File: src/verilog/dap_pkg.sv
package dap_pkg;

    typedef logic [31:0] addr_t;
    typedef logic [31:0] data_t;
    typedef logic [3:0]  strb_t;
    typedef logic [5:0]  ap_reg_t;
    typedef logic [2:0]  size_t;
    typedef logic [2:0]  prot_t;

    // word addresses of the access-port registers.
    localparam ap_reg_t REG_CSW = 6'h00;
    localparam ap_reg_t REG_TAR = 6'h01;
    localparam ap_reg_t REG_DRW = 6'h03;
    localparam ap_reg_t REG_IDR = 6'h3f;

    localparam size_t SIZE_BYTE = 3'd0;
    localparam size_t SIZE_HALF = 3'd1;
    localparam size_t SIZE_WORD = 3'd2;

    // the size field is three bits wide starting at CSW_SIZE.
    localparam int CSW_SIZE    = 0;
    localparam int CSW_ADDRINC = 4;
    localparam int CSW_DEVEN   = 6;
    localparam int CSW_SECREQ  = 23;
    localparam int CSW_PRIV    = 29;

    localparam data_t AP_IDR_VALUE = 32'h1400_0a51;

    typedef enum logic [1:0] {
        CTRL_IDLE,
        CTRL_ISSUE,
        CTRL_WAIT
    } ctrl_state_t;

    typedef enum logic [1:0] {
        AXI_IDLE,
        AXI_ADDR,
        AXI_RESP
    } axi_state_t;

endpackage

File: src/verilog/mem_req_if.sv
`timescale 1ns/1ps

interface mem_req_if import dap_pkg::*; ();

    logic  req;
    logic  write;
    addr_t addr;
    data_t wdata;
    strb_t strb;
    prot_t prot;

    logic  done;
    data_t rdata;
    logic  slverr;

    // one request at a time; the fields hold from req until done.
    modport ctrl (
        output req, write, addr, wdata, strb, prot,
        input  done, rdata, slverr
    );

    modport master (
        input  req, write, addr, wdata, strb, prot,
        output done, rdata, slverr
    );

endinterface

File: src/verilog/ap_regs.sv
`timescale 1ns/1ps

module ap_regs import dap_pkg::*; (
    input               sysclk,
    input               reset,
    input               deviceen,

    input               reg_wr_csw,
    input               reg_wr_tar,
    input  data_t       reg_wdata,
    input  ap_reg_t     reg_sel,
    input               tar_inc,
    input        [2:0]  inc_step,
    output data_t       reg_rdata,

    output size_t       csw_size,
    output logic        csw_addrinc,
    output logic        csw_secreq,
    output logic        csw_priv,
    output addr_t       tar
);

data_t csw_word;

always_ff @(posedge sysclk) begin
    if (reset) begin
        csw_size    <= SIZE_WORD;
        csw_addrinc <= 1'b0;
        csw_secreq  <= 1'b0;
        csw_priv    <= 1'b0;
        tar         <= '0;
    end else begin
        if (reg_wr_csw) begin
            csw_size    <= reg_wdata[CSW_SIZE +: 3];
            csw_addrinc <= reg_wdata[CSW_ADDRINC];
            csw_secreq  <= reg_wdata[CSW_SECREQ];
            csw_priv    <= reg_wdata[CSW_PRIV];
        end
        if (reg_wr_tar) begin
            tar <= reg_wdata;
        end else if (tar_inc) begin
            tar <= tar + addr_t'(inc_step);
        end
    end
end

// the device-enable bit is not stored, it follows the input.
always_comb begin
    csw_word                  = '0;
    csw_word[CSW_SIZE +: 3]   = csw_size;
    csw_word[CSW_ADDRINC]     = csw_addrinc;
    csw_word[CSW_DEVEN]       = deviceen;
    csw_word[CSW_SECREQ]      = csw_secreq;
    csw_word[CSW_PRIV]        = csw_priv;
end

always_comb begin
    case (reg_sel)
        REG_CSW: reg_rdata = csw_word;
        REG_TAR: reg_rdata = tar;
        REG_IDR: reg_rdata = AP_IDR_VALUE;
        default: reg_rdata = '0;
    endcase
end

endmodule

File: src/verilog/lane_steer.sv
`timescale 1ns/1ps

module lane_steer import dap_pkg::*; (
    input  size_t       size,
    input        [1:0]  addr_low,
    input  data_t       wdata_in,
    output logic        size_ok,
    output strb_t       strb,
    output data_t       wdata_out,
    output data_t       rmask,
    output logic [2:0]  inc_step
);

always_comb begin
    size_ok   = 1'b0;
    strb      = '0;
    wdata_out = '0;
    inc_step  = 3'd0;
    case (size)
        SIZE_BYTE: begin
            size_ok   = 1'b1;
            strb      = 4'b0001 << addr_low;
            wdata_out = {4{wdata_in[7:0]}};
            inc_step  = 3'd1;
        end
        SIZE_HALF: begin
            // a halfword must sit on an even byte address.
            size_ok   = !addr_low[0];
            strb      = addr_low[1] ? 4'b1100 : 4'b0011;
            wdata_out = {2{wdata_in[15:0]}};
            inc_step  = 3'd2;
        end
        SIZE_WORD: begin
            size_ok   = 1'b1;
            strb      = 4'b1111;
            wdata_out = wdata_in;
            inc_step  = 3'd4;
        end
        default: begin
            size_ok = 1'b0;
        end
    endcase
end

always_comb begin
    for (int i = 0; i < 4; i++) begin
        rmask[8*i +: 8] = {8{strb[i]}};
    end
end

endmodule

File: src/verilog/mem_ap_ctrl.sv
`timescale 1ns/1ps

module mem_ap_ctrl import dap_pkg::*; (
    input                   sysclk,
    input                   reset,

    input                   ap_upd,
    input                   ap_rnw,
    input  ap_reg_t         ap_addr,
    input  data_t           ap_wdata,
    output data_t           ap_rdata,
    output logic            ap_slverr,
    output logic            ap_busy,
    input                   deviceen,
    input                   spiden,

    output logic            reg_wr_csw,
    output logic            reg_wr_tar,
    output data_t           reg_wdata,
    output ap_reg_t         reg_sel,
    input  data_t           reg_rdata,
    output logic            tar_inc,

    input  size_t           csw_size,
    input                   csw_addrinc,
    input                   csw_secreq,
    input                   csw_priv,
    input  addr_t           tar,

    input                   size_ok,
    input  strb_t           lane_strb,
    input  data_t           lane_wdata,
    input  data_t           lane_rmask,

    mem_req_if.ctrl         mem
);

ctrl_state_t state;
logic        upd_ok;
logic        drw_sel;

// busy is only high outside the idle state, so this also drops updates during busy.
assign upd_ok  = ap_upd && !ap_busy;
assign drw_sel = (ap_addr == REG_DRW);

assign reg_sel    = ap_addr;
assign reg_wdata  = ap_wdata;
assign reg_wr_csw = upd_ok && !ap_rnw && (ap_addr == REG_CSW);
assign reg_wr_tar = upd_ok && !ap_rnw && (ap_addr == REG_TAR);

// tar moves on the same edge that drops busy.
assign tar_inc = (state == CTRL_WAIT) && mem.done && !mem.slverr && csw_addrinc;

assign mem.addr = tar;
assign mem.strb = lane_strb;

always_ff @(posedge sysclk) begin
    if (reset) begin
        state     <= CTRL_IDLE;
        ap_busy   <= 1'b0;
        ap_slverr <= 1'b0;
        ap_rdata  <= '0;
        mem.req   <= 1'b0;
    end else begin
        mem.req <= 1'b0;
        case (state)
            CTRL_IDLE: begin
                if (upd_ok && drw_sel) begin
                    ap_busy   <= 1'b1;
                    mem.write <= !ap_rnw;
                    mem.wdata <= lane_wdata;
                    state     <= CTRL_ISSUE;
                end else if (upd_ok) begin
                    ap_slverr <= 1'b0;
                    if (ap_rnw) begin
                        ap_rdata <= reg_rdata;
                    end
                end
            end
            CTRL_ISSUE: begin
                if (!deviceen || !size_ok) begin
                    ap_busy   <= 1'b0;
                    ap_slverr <= 1'b1;
                    state     <= CTRL_IDLE;
                end else begin
                    mem.req  <= 1'b1;
                    mem.prot <= {1'b0, !(csw_secreq && spiden), csw_priv};
                    state    <= CTRL_WAIT;
                end
            end
            CTRL_WAIT: begin
                if (mem.done) begin
                    ap_busy   <= 1'b0;
                    ap_slverr <= mem.slverr;
                    if (!mem.write) begin
                        ap_rdata <= mem.rdata & lane_rmask;
                    end
                    state <= CTRL_IDLE;
                end
            end
            default: begin
                state <= CTRL_IDLE;
            end
        endcase
    end
end

endmodule

File: src/verilog/axi_master.sv
`timescale 1ns/1ps

module axi_master import dap_pkg::*; (
    input                   sysclk,
    input                   reset,

    mem_req_if.master       mp,

    output logic            awvalid,
    input                   awready,
    output addr_t           awaddr,
    output prot_t           awprot,
    output logic            wvalid,
    input                   wready,
    output data_t           wdata,
    output strb_t           wstrb,
    input                   bvalid,
    output logic            bready,
    input        [1:0]      bresp,
    output logic            arvalid,
    input                   arready,
    output addr_t           araddr,
    output prot_t           arprot,
    input                   rvalid,
    output logic            rready,
    input  data_t           rdata,
    input        [1:0]      rresp
);

axi_state_t state;
logic       aw_hold;
logic       w_hold;
logic       ar_hold;

// request fields stay stable until done, so the payload is taken straight from them.
assign awaddr = mp.addr;
assign awprot = mp.prot;
assign wdata  = mp.wdata;
assign wstrb  = mp.strb;
assign araddr = mp.addr;
assign arprot = mp.prot;

assign aw_hold = awvalid && !awready;
assign w_hold  = wvalid && !wready;
assign ar_hold = arvalid && !arready;

always_ff @(posedge sysclk) begin
    if (reset) begin
        state   <= AXI_IDLE;
        awvalid <= 1'b0;
        wvalid  <= 1'b0;
        arvalid <= 1'b0;
        bready  <= 1'b0;
        rready  <= 1'b0;
        mp.done <= 1'b0;
    end else begin
        mp.done <= 1'b0;
        case (state)
            AXI_IDLE: begin
                if (mp.req) begin
                    awvalid <= mp.write;
                    wvalid  <= mp.write;
                    arvalid <= !mp.write;
                    state   <= AXI_ADDR;
                end
            end
            AXI_ADDR: begin
                awvalid <= aw_hold;
                wvalid  <= w_hold;
                arvalid <= ar_hold;
                if (!aw_hold && !w_hold && !ar_hold) begin
                    bready <= mp.write;
                    rready <= !mp.write;
                    state  <= AXI_RESP;
                end
            end
            AXI_RESP: begin
                if (bready && bvalid) begin
                    bready    <= 1'b0;
                    mp.done   <= 1'b1;
                    mp.slverr <= |bresp;
                    state     <= AXI_IDLE;
                end
                if (rready && rvalid) begin
                    rready    <= 1'b0;
                    mp.done   <= 1'b1;
                    mp.slverr <= |rresp;
                    mp.rdata  <= rdata;
                    state     <= AXI_IDLE;
                end
            end
            default: begin
                state <= AXI_IDLE;
            end
        endcase
    end
end

endmodule

File: src/verilog/mem_ap.sv
`timescale 1ns/1ps

module mem_ap import dap_pkg::*; (
    input               sysclk,
    input               reset,

    input               ap_upd,
    input  data_t       ap_wdata,
    input  ap_reg_t     ap_addr,
    input               ap_rnw,
    output data_t       ap_rdata,
    output logic        ap_slverr,
    output logic        ap_busy,

    input               spiden,
    input               deviceen,

    output logic        awvalid,
    input               awready,
    output addr_t       awaddr,
    output prot_t       awprot,
    output logic        wvalid,
    input               wready,
    output data_t       wdata,
    output strb_t       wstrb,
    input               bvalid,
    output logic        bready,
    input        [1:0]  bresp,
    output logic        arvalid,
    input               arready,
    output addr_t       araddr,
    output prot_t       arprot,
    input               rvalid,
    output logic        rready,
    input  data_t       rdata,
    input        [1:0]  rresp
);

logic       reg_wr_csw;
logic       reg_wr_tar;
data_t      reg_wdata;
ap_reg_t    reg_sel;
data_t      reg_rdata;
logic       tar_inc;
logic [2:0] inc_step;
size_t      csw_size;
logic       csw_addrinc;
logic       csw_secreq;
logic       csw_priv;
addr_t      tar;
logic       size_ok;
strb_t      lane_strb;
data_t      lane_wdata;
data_t      lane_rmask;

mem_req_if u_mem_req ();

mem_ap_ctrl u_ctrl (
    .sysclk      ( sysclk      ),
    .reset       ( reset       ),
    .ap_upd      ( ap_upd      ),
    .ap_rnw      ( ap_rnw      ),
    .ap_addr     ( ap_addr     ),
    .ap_wdata    ( ap_wdata    ),
    .ap_rdata    ( ap_rdata    ),
    .ap_slverr   ( ap_slverr   ),
    .ap_busy     ( ap_busy     ),
    .deviceen    ( deviceen    ),
    .spiden      ( spiden      ),
    .reg_wr_csw  ( reg_wr_csw  ),
    .reg_wr_tar  ( reg_wr_tar  ),
    .reg_wdata   ( reg_wdata   ),
    .reg_sel     ( reg_sel     ),
    .reg_rdata   ( reg_rdata   ),
    .tar_inc     ( tar_inc     ),
    .csw_size    ( csw_size    ),
    .csw_addrinc ( csw_addrinc ),
    .csw_secreq  ( csw_secreq  ),
    .csw_priv    ( csw_priv    ),
    .tar         ( tar         ),
    .size_ok     ( size_ok     ),
    .lane_strb   ( lane_strb   ),
    .lane_wdata  ( lane_wdata  ),
    .lane_rmask  ( lane_rmask  ),
    .mem         ( u_mem_req   )
);

ap_regs u_regs (
    .sysclk      ( sysclk      ),
    .reset       ( reset       ),
    .deviceen    ( deviceen    ),
    .reg_wr_csw  ( reg_wr_csw  ),
    .reg_wr_tar  ( reg_wr_tar  ),
    .reg_wdata   ( reg_wdata   ),
    .reg_sel     ( reg_sel     ),
    .tar_inc     ( tar_inc     ),
    .inc_step    ( inc_step    ),
    .reg_rdata   ( reg_rdata   ),
    .csw_size    ( csw_size    ),
    .csw_addrinc ( csw_addrinc ),
    .csw_secreq  ( csw_secreq  ),
    .csw_priv    ( csw_priv    ),
    .tar         ( tar         )
);

// lanes follow the current size and the low address bits of tar.
lane_steer u_lanes (
    .size        ( csw_size    ),
    .addr_low    ( tar[1:0]    ),
    .wdata_in    ( ap_wdata    ),
    .size_ok     ( size_ok     ),
    .strb        ( lane_strb   ),
    .wdata_out   ( lane_wdata  ),
    .rmask       ( lane_rmask  ),
    .inc_step    ( inc_step    )
);

axi_master u_axi (
    .sysclk      ( sysclk      ),
    .reset       ( reset       ),
    .mp          ( u_mem_req   ),
    .awvalid     ( awvalid     ),
    .awready     ( awready     ),
    .awaddr      ( awaddr      ),
    .awprot      ( awprot      ),
    .wvalid      ( wvalid      ),
    .wready      ( wready      ),
    .wdata       ( wdata       ),
    .wstrb       ( wstrb       ),
    .bvalid      ( bvalid      ),
    .bready      ( bready      ),
    .bresp       ( bresp       ),
    .arvalid     ( arvalid     ),
    .arready     ( arready     ),
    .araddr      ( araddr      ),
    .arprot      ( arprot      ),
    .rvalid      ( rvalid      ),
    .rready      ( rready      ),
    .rdata       ( rdata       ),
    .rresp       ( rresp       )
);

endmodule

File: config.mk
export PLATFORM = sky130hd
export DESIGN_NAME = mem_ap
export DESIGN_NICKNAME = d
export VERILOG_FILES = /design/src/verilog/dap_pkg.sv /design/src/verilog/mem_req_if.sv /design/src/verilog/ap_regs.sv /design/src/verilog/lane_steer.sv /design/src/verilog/mem_ap_ctrl.sv /design/src/verilog/axi_master.sv /design/src/verilog/mem_ap.sv
export SDC_FILE = /design/constraint.sdc
export NUM_CORES = 1
export LEC_CHECK = 0
export BUFFER_PORTS_ARGS = -buffer_cell sky130_fd_sc_hd__buf_4
export CORE_MARGIN = 4
export CORE_UTILIZATION = 42
export CTS_CLUSTER_SIZE = 28
export DETAILED_ROUTE_END_ITERATION = 10
export GPL_TIMING_DRIVEN = 0
export PLACE_DENSITY = 0.68
export SYNTH_ARGS = -nofsm -noshare
export SYNTH_HDL_FRONTEND = slang
export SYNTH_SLANG_ARGS = --single-unit
File: constraint.sdc
create_clock -name sysclk -period 9.4 [get_ports sysclk]
set_clock_uncertainty 0.15 [all_clocks]
set_input_delay 2.82 -clock sysclk [delete_from_list [all_inputs] [get_ports sysclk]]
set_output_delay 2.82 -clock sysclk [all_outputs]
set_load 0.01 [all_outputs]
After elaboration in Yosys (flattened, before gate mapping). Cells that the tools add are included.

Word-level logic and storage cells: 156. Output and inout bits: 145. Input bits: 85. Register bits after elaboration: 151.

Eq/ne operators: 21. Bitwise gates (word level): 5. Reductions and logical operators: 58. Add/sub/neg operators: 1. Muxes and demuxes: 48. Shift-type cells: 1.

Operators by type and width (number): $mux W32 (7); $pmux W32 S3 (2); $pmux W32 S2 (1); $add A32 B3 Y32 (1); $and A32 B32 Y32 (1); $reduce_and A3 Y1 (7); $mux W1 (18); $logic_and A1 B1 Y1 (16); $logic_not A1 Y1 (14); $mux W2 (7); $ne A2 B1 Y1 const B (7); $pmux W1 S2 (6); $pmux W2 S3 (2); $pmux W4 S3 (1); $reduce_bool A2 Y1 (5); $reduce_or A2 Y1 (5); $pmux W3 S3 (1); $ne A2 B2 Y1 const B (4); $eq A6 B1 Y1 const B (1); $eq A6 B2 Y1 const B (1); $eq A6 B6 Y1 const B (1); $logic_not A6 Y1 (1); $pmux W1 S3 (2); $reduce_and A6 Y1 (1); other kinds (15) (22).

Depth between registers and ports, before layout. Gate-level depths: netlist of the first run.

Word-level depth: 7. Mapped depth: 12. Mapped depth without buffers: 8.

By module. A second synthesis of the first run with hierarchy kept.

Cells, all modules: 1016. Area total of the unflattened synthesis: 9501.6 um^2.

By module, submodules not included: mem_ap_ctrl (area each 3724.8 um^2, cells each 342, sequential area each 1791.7 um^2, times used 1); ap_regs (area each 2695.1 um^2, cells each 338, sequential area each 760.7 um^2, times used 1); axi_master (area each 2262.2 um^2, cells each 201, sequential area each 1151.1 um^2, times used 1); lane_steer (area each 819.5 um^2, cells each 135, sequential area each 0.0 um^2, times used 1).

Worst setup path after synthesis of the first run. Ideal clock, no wire load.

Path kind: input-to-reg. Start point: input reset. End point: register u_axi.mp.rdata[0] (enable). Cell stages on the path: 3. Required time: 8.829 ns. Setup time: 0.421 ns. Path buffers: 1. Arrival: 4.555 ns. Slack: 4.274 ns. Cell sequence: clkbuf_1 -> nand2b_1 -> nor2_1.

Longest elaborated chain between the ends: 2.

RTL lines: from (decl) (line mem_ap.sv:5) `input reset,`; $not A1 Y1 (no line); $reduce_and A3 Y1 (no line); to (decl) (line mem_req_if.sv:24) `output done, rdata, slverr`.

No other way between the ends. A chain may end at the register's enable or synchronous reset.

Final worst setup path of the first run.
Start point: register u_regs.csw_size[2]. End point: output wstrb[3].

Longest elaborated chain between the ends: 2. Elaborated cells between the ends (all ways): 4. Classes of those cells: 2 x eq/ne; 1 x mux; 1 x reduce/logical.

RTL lines: from (decl) (line ap_regs.sv:16) `output size_t csw_size,`; from (signal assigned) (line ap_regs.sv:34) `csw_size <= reg_wdata[CSW_SIZE +: 3];`; $eq A3 B2 Y1, or another cell as far along (line lane_steer.sv:19) `case (size)`; $pmux W4 S3 * (line lane_steer.sv:19); to (decl) (line mem_ap.sv:25) `output strb_t wstrb,`.

Every way passes the cells marked *; elsewhere a longest branch is shown, timed or not.

==> results.yml, run 1 <==
clock_tree:
  numCtsBuffers: 17
  clkTransAtPathRegs_ns: 0.06
  cts_root_buf: "clkbuf_16"
  post_cts_buffers: 0
  clk_path_buf_depth: 2
  htreeDepth: 4
  cts_resized: 0
  clock_latency_ns: 0.43
  cts_tree: "yes"
  cts_hold_buf: 0
  cts_sinks: 151
placement:
  port_buffers: 226
  pre_cts_ws_ns: 3.69
  gp_congestion: 0.877
  dp_cells: 1214
  dpl.hpwl_um: 18100
logic_synthesis:
  synth-compound-area-share: 0.130
  async_flop_share: 0
  yosys_warnings: 0
  synthCells: 761
  synth_cell_types: 59
  synth_area_mm2: 0.00734
  synth_mux_area_frac: 0.0261
  syn_area_per_cell_um2: 9.64
  synthXorXnorAreaFrac: 0.0310
  ys_ff_latch: 151
  synth_top_cell_area_share: 0.278
  synth-simple-area-share: 0.219
  yosys-top-cells-area: "edfxtp_1 (28%), dfxtp_1 (23%), nor2_1 (6.1%)"
  netlist.top_cell.by_area: "edfxtp_1"
  synth_top_family_by_area: "simple AND/OR/NAND/NOR gates"
  synth_fa_ha_area_frac: 0.0198
  synth-main-ff-cell: "dfxtp_1"
  ys_seq_area_frac: 0.505
  synth_edf_count: 68
setup_path:
  critPathLaunch: "u_regs.csw_size[2]$_SDFFE_PP0P_"
  required_ns: 6.43
  worstReg2RegStart: "u_regs.csw_size[0]$_SDFFE_PP0P_"
  arrival_ns: 1.88
  crit_fanout: 10
  cp-end-kind: "primary output"
  crit_path_start_kind: "flop"
  crit_type: "reg2out"
global_route:
  use_met1: 0.327
  met3_usage: 0.0628
  grt_use_total: 0.237
  grt.overflow.total: 0
  groute.layer.met2.usage: 0.371
  top_usage_layer: "met2"
  grt_max_degree: 34
  grt_pass1_wl_um: 36500
  antenna_found_initial: 0
  grt_pass1_vias: 6315
sta:
  max_clock_freq_mhz: 206
  slew_headroom: 0.124
  tns_ns: 0
  setup_viol: 0
  hold_slack_ns: 0.343
  setup_ws_ns: 4.55
  worst_slew_pin_slew_ns: 1.30
  drv_slew: 0
  post-route-period-util: 0.516
  fin_crit_ns: 4.85
  rsz0062_at_grt: "false"
  hold_viol: 0
hold_path:
  worstHoldStart: "u_ctrl.ap_rdata[5]$_SDFFE_PP0P_"
  hp-class: "reg2reg"
job:
  cap_viol_max_count: 0
floorplanning:
  die_area_mm2: 0.0197
  initial_core_util: 0.426
  fp.dieW_um: 140
  die_h_um: 140
  ios: 230
  coreArea_mm2: 0.0172
  num_rows: 48
pwr:
  ir_drop_mv: 0.132
  powerDensity_mw_per_mm2: 155
  p_leak_nw: 4.03
layout:
  syn_to_final_growth_pct: 35.7
  diodes: 0
  fin_nets: 1104
  drive_gt1_frac: 0.316
  final_cell_mix: "buf_4 (263), nor2_1 (119), dfxtp_1 (83), edfxtp_1 (68), a21oi_1 (55)"
  final_common_cell: "buf_4"
  fin_cells: 1246
  fillers: 1599
drt:
  drt_wl_total_um: 23900
  drc: 0
  drtIter0Drc: 456
  dr.pass1.iters: 5
  vias: 6669
  wire_per_inst_um: 19.2
  ant_nets: 0
  via_per_inst: 5.35
status:
  status: "completed"
-- metrics by stage --
stage	cell area (um2)	util	power, mW
6_report	9960	0.578	1.55
5_1_grt	9960	0.578	1.59
4_1_cts	9960	0.578	1.55
3_5_place_dp	9350	0.542	0.837
3_3_place_gp	9320	0.541	0.836
2_1_floorplan	7340	-	0.767
-- power by group --
group          internal, mW  switching, mW  total [mW]
Combinational        0.0582         0.0603       0.118
Clock                 0.444          0.278       0.722
Sequential            0.696        0.00902       0.705
-- worst paths after layout --
check | depth (start not counted) | slack, ns | to
worst min register to register | 2 | 0.34 | u_ctrl.ap_rdata[5]$_SDFFE_PP0P_
worst max-delay path | 4 | 4.55 | wstrb[3]
worst min-delay path | 2 | 0.34 | u_ctrl.ap_rdata[5]$_SDFFE_PP0P_
worst max register to register | 10 | 5.23 | u_regs.tar[30]$_SDFFE_PP0P_
-- critical path, stage by stage (launching register included) --
cell and delay, ns:
dfxtp_1 0.30, clkbuf_1 0.39, clkbuf_1 0.44, nor4_1 0.14
buf_4 0.17
-- per-layer routing --
layer / part of all wire / routed length [um]
met4: 0.014 / 325
met2: 0.46 / 10900
met5: 0 / 0
met1: 0.44 / 10500
met3: 0.089 / 2140
-- flip-flops by register name, summed over array words and instances, names as in the netlist, 2 cells and up --
name and flops:
u_axi.mp.rdata 32, u_ctrl.mem.wdata 32, u_axi.state 2, u_ctrl.ap_rdata 32
u_regs.tar 32, u_regs.csw_size 3, u_ctrl.state 2, u_ctrl.mem.prot 2
-- synthesized netlist by cell type, drive strengths merged (4+ instances only) --
library cell / instances
nand4: 7
or2: 5
nand3: 15
o21ai: 14
or4: 4
nor2b: 19
clkbuf: 37
and2: 9
a221oi: 21
edfxtp: 68
dfxtp: 83
or3: 8
buf: 45
and3: 4
a311oi: 6
nor2: 121
a211oi: 30
xor2: 6
inv: 10
mux2i: 18
nand2: 37
a21oi: 55
xnor2: 20
nor4: 13
nor3: 51
ha: 10
nand2b: 14
-- final cells by class --
type / count / area [um2] / share of cell area
multi-input combinational: 519 / 3160 / 0.317
clock buffer: 20 / 437 / 0.0438
clock inverter: 12 / 176 / 0.0177
buffer: 82 / 464 / 0.0466
inverter: 10 / 37.5 / 0.00377
sequential: 151 / 3700 / 0.372
tap: 225 / 282 / 0.0283
timing repair buffer: 227 / 1700 / 0.171
-- kinds of logic after synthesis --
logic type	count (synthesis)
xor gates and xnor gates	26
muxes	19
other	1
buffers and inverters	92
AOI/OAI and AO/OA	140
and+or+nand+nor	321
DFF	151
adders and majority gates	11
No activity file was read; power rests on OpenSTA's default activity.
==> run 2: changes to the inputs <==
--- a/config.mk
+++ b/config.mk
@@ -11,7 +11,7 @@
 export CTS_CLUSTER_SIZE = 28
 export DETAILED_ROUTE_END_ITERATION = 10
 export GPL_TIMING_DRIVEN = 0
-export PLACE_DENSITY = 0.68
+export PLACE_DENSITY = 0.7
 export SYNTH_ARGS = -nofsm -noshare
 export SYNTH_HDL_FRONTEND = slang
 export SYNTH_SLANG_ARGS = --single-unit
==> constraint.sdc (replaced) <==
create_clock -name sysclk -period 4.33 [get_ports sysclk]
set_clock_uncertainty 0.15 [all_clocks]
set_input_delay 1.299 -clock sysclk [delete_from_list [all_inputs] [get_ports sysclk]]
set_output_delay 1.299 -clock sysclk [all_outputs]
set_load 0.01 [all_outputs]
==> results.yml, run 2 (synthesis results as in run 1) <==
clock_tree:
  htreeDepth: 4
  clk_path_buf_depth: 2
  post_cts_buffers: 0
  numCtsBuffers: 17
  cts_root_buf: "clkbuf_16"
  clkTransAtPathRegs_ns: 0.06
  cts_tree: "yes"
  clock_latency_ns: 0.43
  cts_sinks: 151
placement:
  pre_cts_ws_ns: 0.201
  place_area_mm2: 0.00935
  dp_cells: 1215
  gp_congestion: 0.858
  port_buffers: 226
  dpl.hpwl_um: 18000
drt:
  drtIter0Drc: 427
  vias: 6718
  drc: 0
  dr.pass1.iters: 5
  ant_nets: 0
  wire_per_inst_um: 19.0
  drt_wl_total_um: 23700
  via_per_inst: 5.39
layout:
  final_common_cell: "buf_4"
  diodes: 0
  fillers: 1561
  syn_to_final_growth_pct: 35.1
  fin_util: 0.575
  fin_nets: 1105
  final_cell_area_mm2: 0.00992
  final_cell_mix: "buf_4 (263), nor2_1 (119), dfxtp_1 (83), edfxtp_1 (68), a21oi_1 (55)"
  drive_gt1_frac: 0.315
  fin_cells: 1247
status:
  status: "completed"
pwr:
  p_leak_nw: 4.00
  ir_drop_mv: 0.227
  finalPower_mw: 3.22
  powerDensity_mw_per_mm2: 324
setup_path:
  crit_type: "reg2reg"
  cp-end-kind: "flop"
  critical_path.cell_chain: "clkbuf_1 > nor2b_1 > clkbuf_1 > nor2b_1 > ha_1 > a21o_1 > a21oi_1 > clkbuf_1 > nor2_1 > xnor2_1 > a211oi_1"
  crit_fanout: 10
  r2r_slack_ns: 0.38
  crit_path_start_kind: "flop"
  arrival_ns: 4.14
  required_ns: 4.52
  path_common_cell: "clkbuf_1"
  slowest_stage: "clkbuf_1"
  cp_slowest_stage_delay_ns: 0.48
global_route:
  grt_use_total: 0.237
  grt.overflow.total: 0
  grt_max_degree: 34
  antenna_found_initial: 0
  grt_pass1_wl_um: 36400
  grt_pass1_vias: 6468
sta:
  hold_slack_ns: 0.342
  rsz0062_at_grt: "false"
  post-route-period-util: 0.913
  setup_ws_ns: 0.377
  setup_viol: 0
  hold_viol: 0
  slew_headroom: 0.193
  worst_slew_pin_slew_ns: 1.20
  drv_slew: 0
  fin_crit_ns: 3.95
  tns_ns: 0
  max_clock_freq_mhz: 253
floorplanning:
  initial_core_util: 0.426
  die_area_mm2: 0.0197
  ios: 230
  fp.dieW_um: 140
  die_h_um: 140
  num_rows: 48
  coreArea_mm2: 0.0172
job:
  cap_viol_max_count: 0
hold_path:
  hp-class: "reg2reg"
[run 2: cell count changes in the layout (fill, tap and decap cells not counted)]
cell | before | now
bufinv_16 | 4 | 2
clkinv_2 | 3 | 2
clkbuf_1 | 40 | 38
nor4_2 | 2 | 3
nor3_2 | 1 | 0
nor4_1 | 10 | 9
clkinvlp_4 | 2 | 3
clkinv_1 | 0 | 4
nor3_1 | 50 | 51
buf_2 | 5 | 6
[run 2: report_power, final]
| part | internal, mW | total [mW] | switching, mW |
|---|---|---|---|
| Clock | 0.840 | 1.43 | 0.587 |
| Sequential | 1.51 | 1.53 | 0.0211 |
| Combinational | 0.126 | 0.256 | 0.130 |
[run 2: worst paths after layout]
| path | start | endpoint | cells past startpoint |
|---|---|---|---|
| setup reg to reg | u_regs.csw_size[0]$_SDFFE_PP0P_ | u_regs.tar[3]$_SDFFE_PP0P_ | 11 |
| setup / recovery | u_regs.csw_size[0]$_SDFFE_PP0P_ | u_regs.tar[3]$_SDFFE_PP0P_ | 11 |
| hold / removal | u_ctrl.ap_rdata[4]$_SDFFE_PP0P_ | u_ctrl.ap_rdata[4]$_SDFFE_PP0P_ | 2 |
| hold reg to reg | u_ctrl.ap_rdata[4]$_SDFFE_PP0P_ | u_ctrl.ap_rdata[4]$_SDFFE_PP0P_ | 2 |
[run 2: layout make-up]
cell class | instances | area (um2) | share of cell area
Timing Repair Buffer | 228 | 1710 | 0.172
Tap cell | 225 | 282 | 0.0284
Multi-Input combinational cell | 519 | 3160 | 0.319
Buffer | 82 | 464 | 0.0468
Sequential cell | 151 | 3700 | 0.373
Clock inverter | 14 | 134 | 0.0135
Inverter | 10 | 37.5 | 0.00378
Clock buffer | 18 | 429 | 0.0433
[run 2: worst max-delay path: cells and delay by family, from the launching register on]
kind | cells | cell delay, ns
buffers and inverters | 3 | 1.29
adder cells (fa/ha/maj) | 1 | 0.28
AO/OA/AOI/OAI | 3 | 0.85
XOR/XNOR | 1 | 0.15
flip-flops | 1 | 0.44
AND/OR/NAND/NOR | 3 | 0.71
[run 2: layer usage]
layer,global-route usage,part of all wire,vias up
met1,0.331,0.43,3106
met2,0.359,0.45,367
li1,-,-,3206
met5,0,0,-
met3,0.0707,0.099,39
met4,0.0699,0.020,0
[run 2: what timing repair did]
action                                 in CTS  in global routing
hold buffers                                0                  0
resized for setup                           0                  1
setup endpoints to repair                   0                  1
endpoints found under the hold margin       0                  0
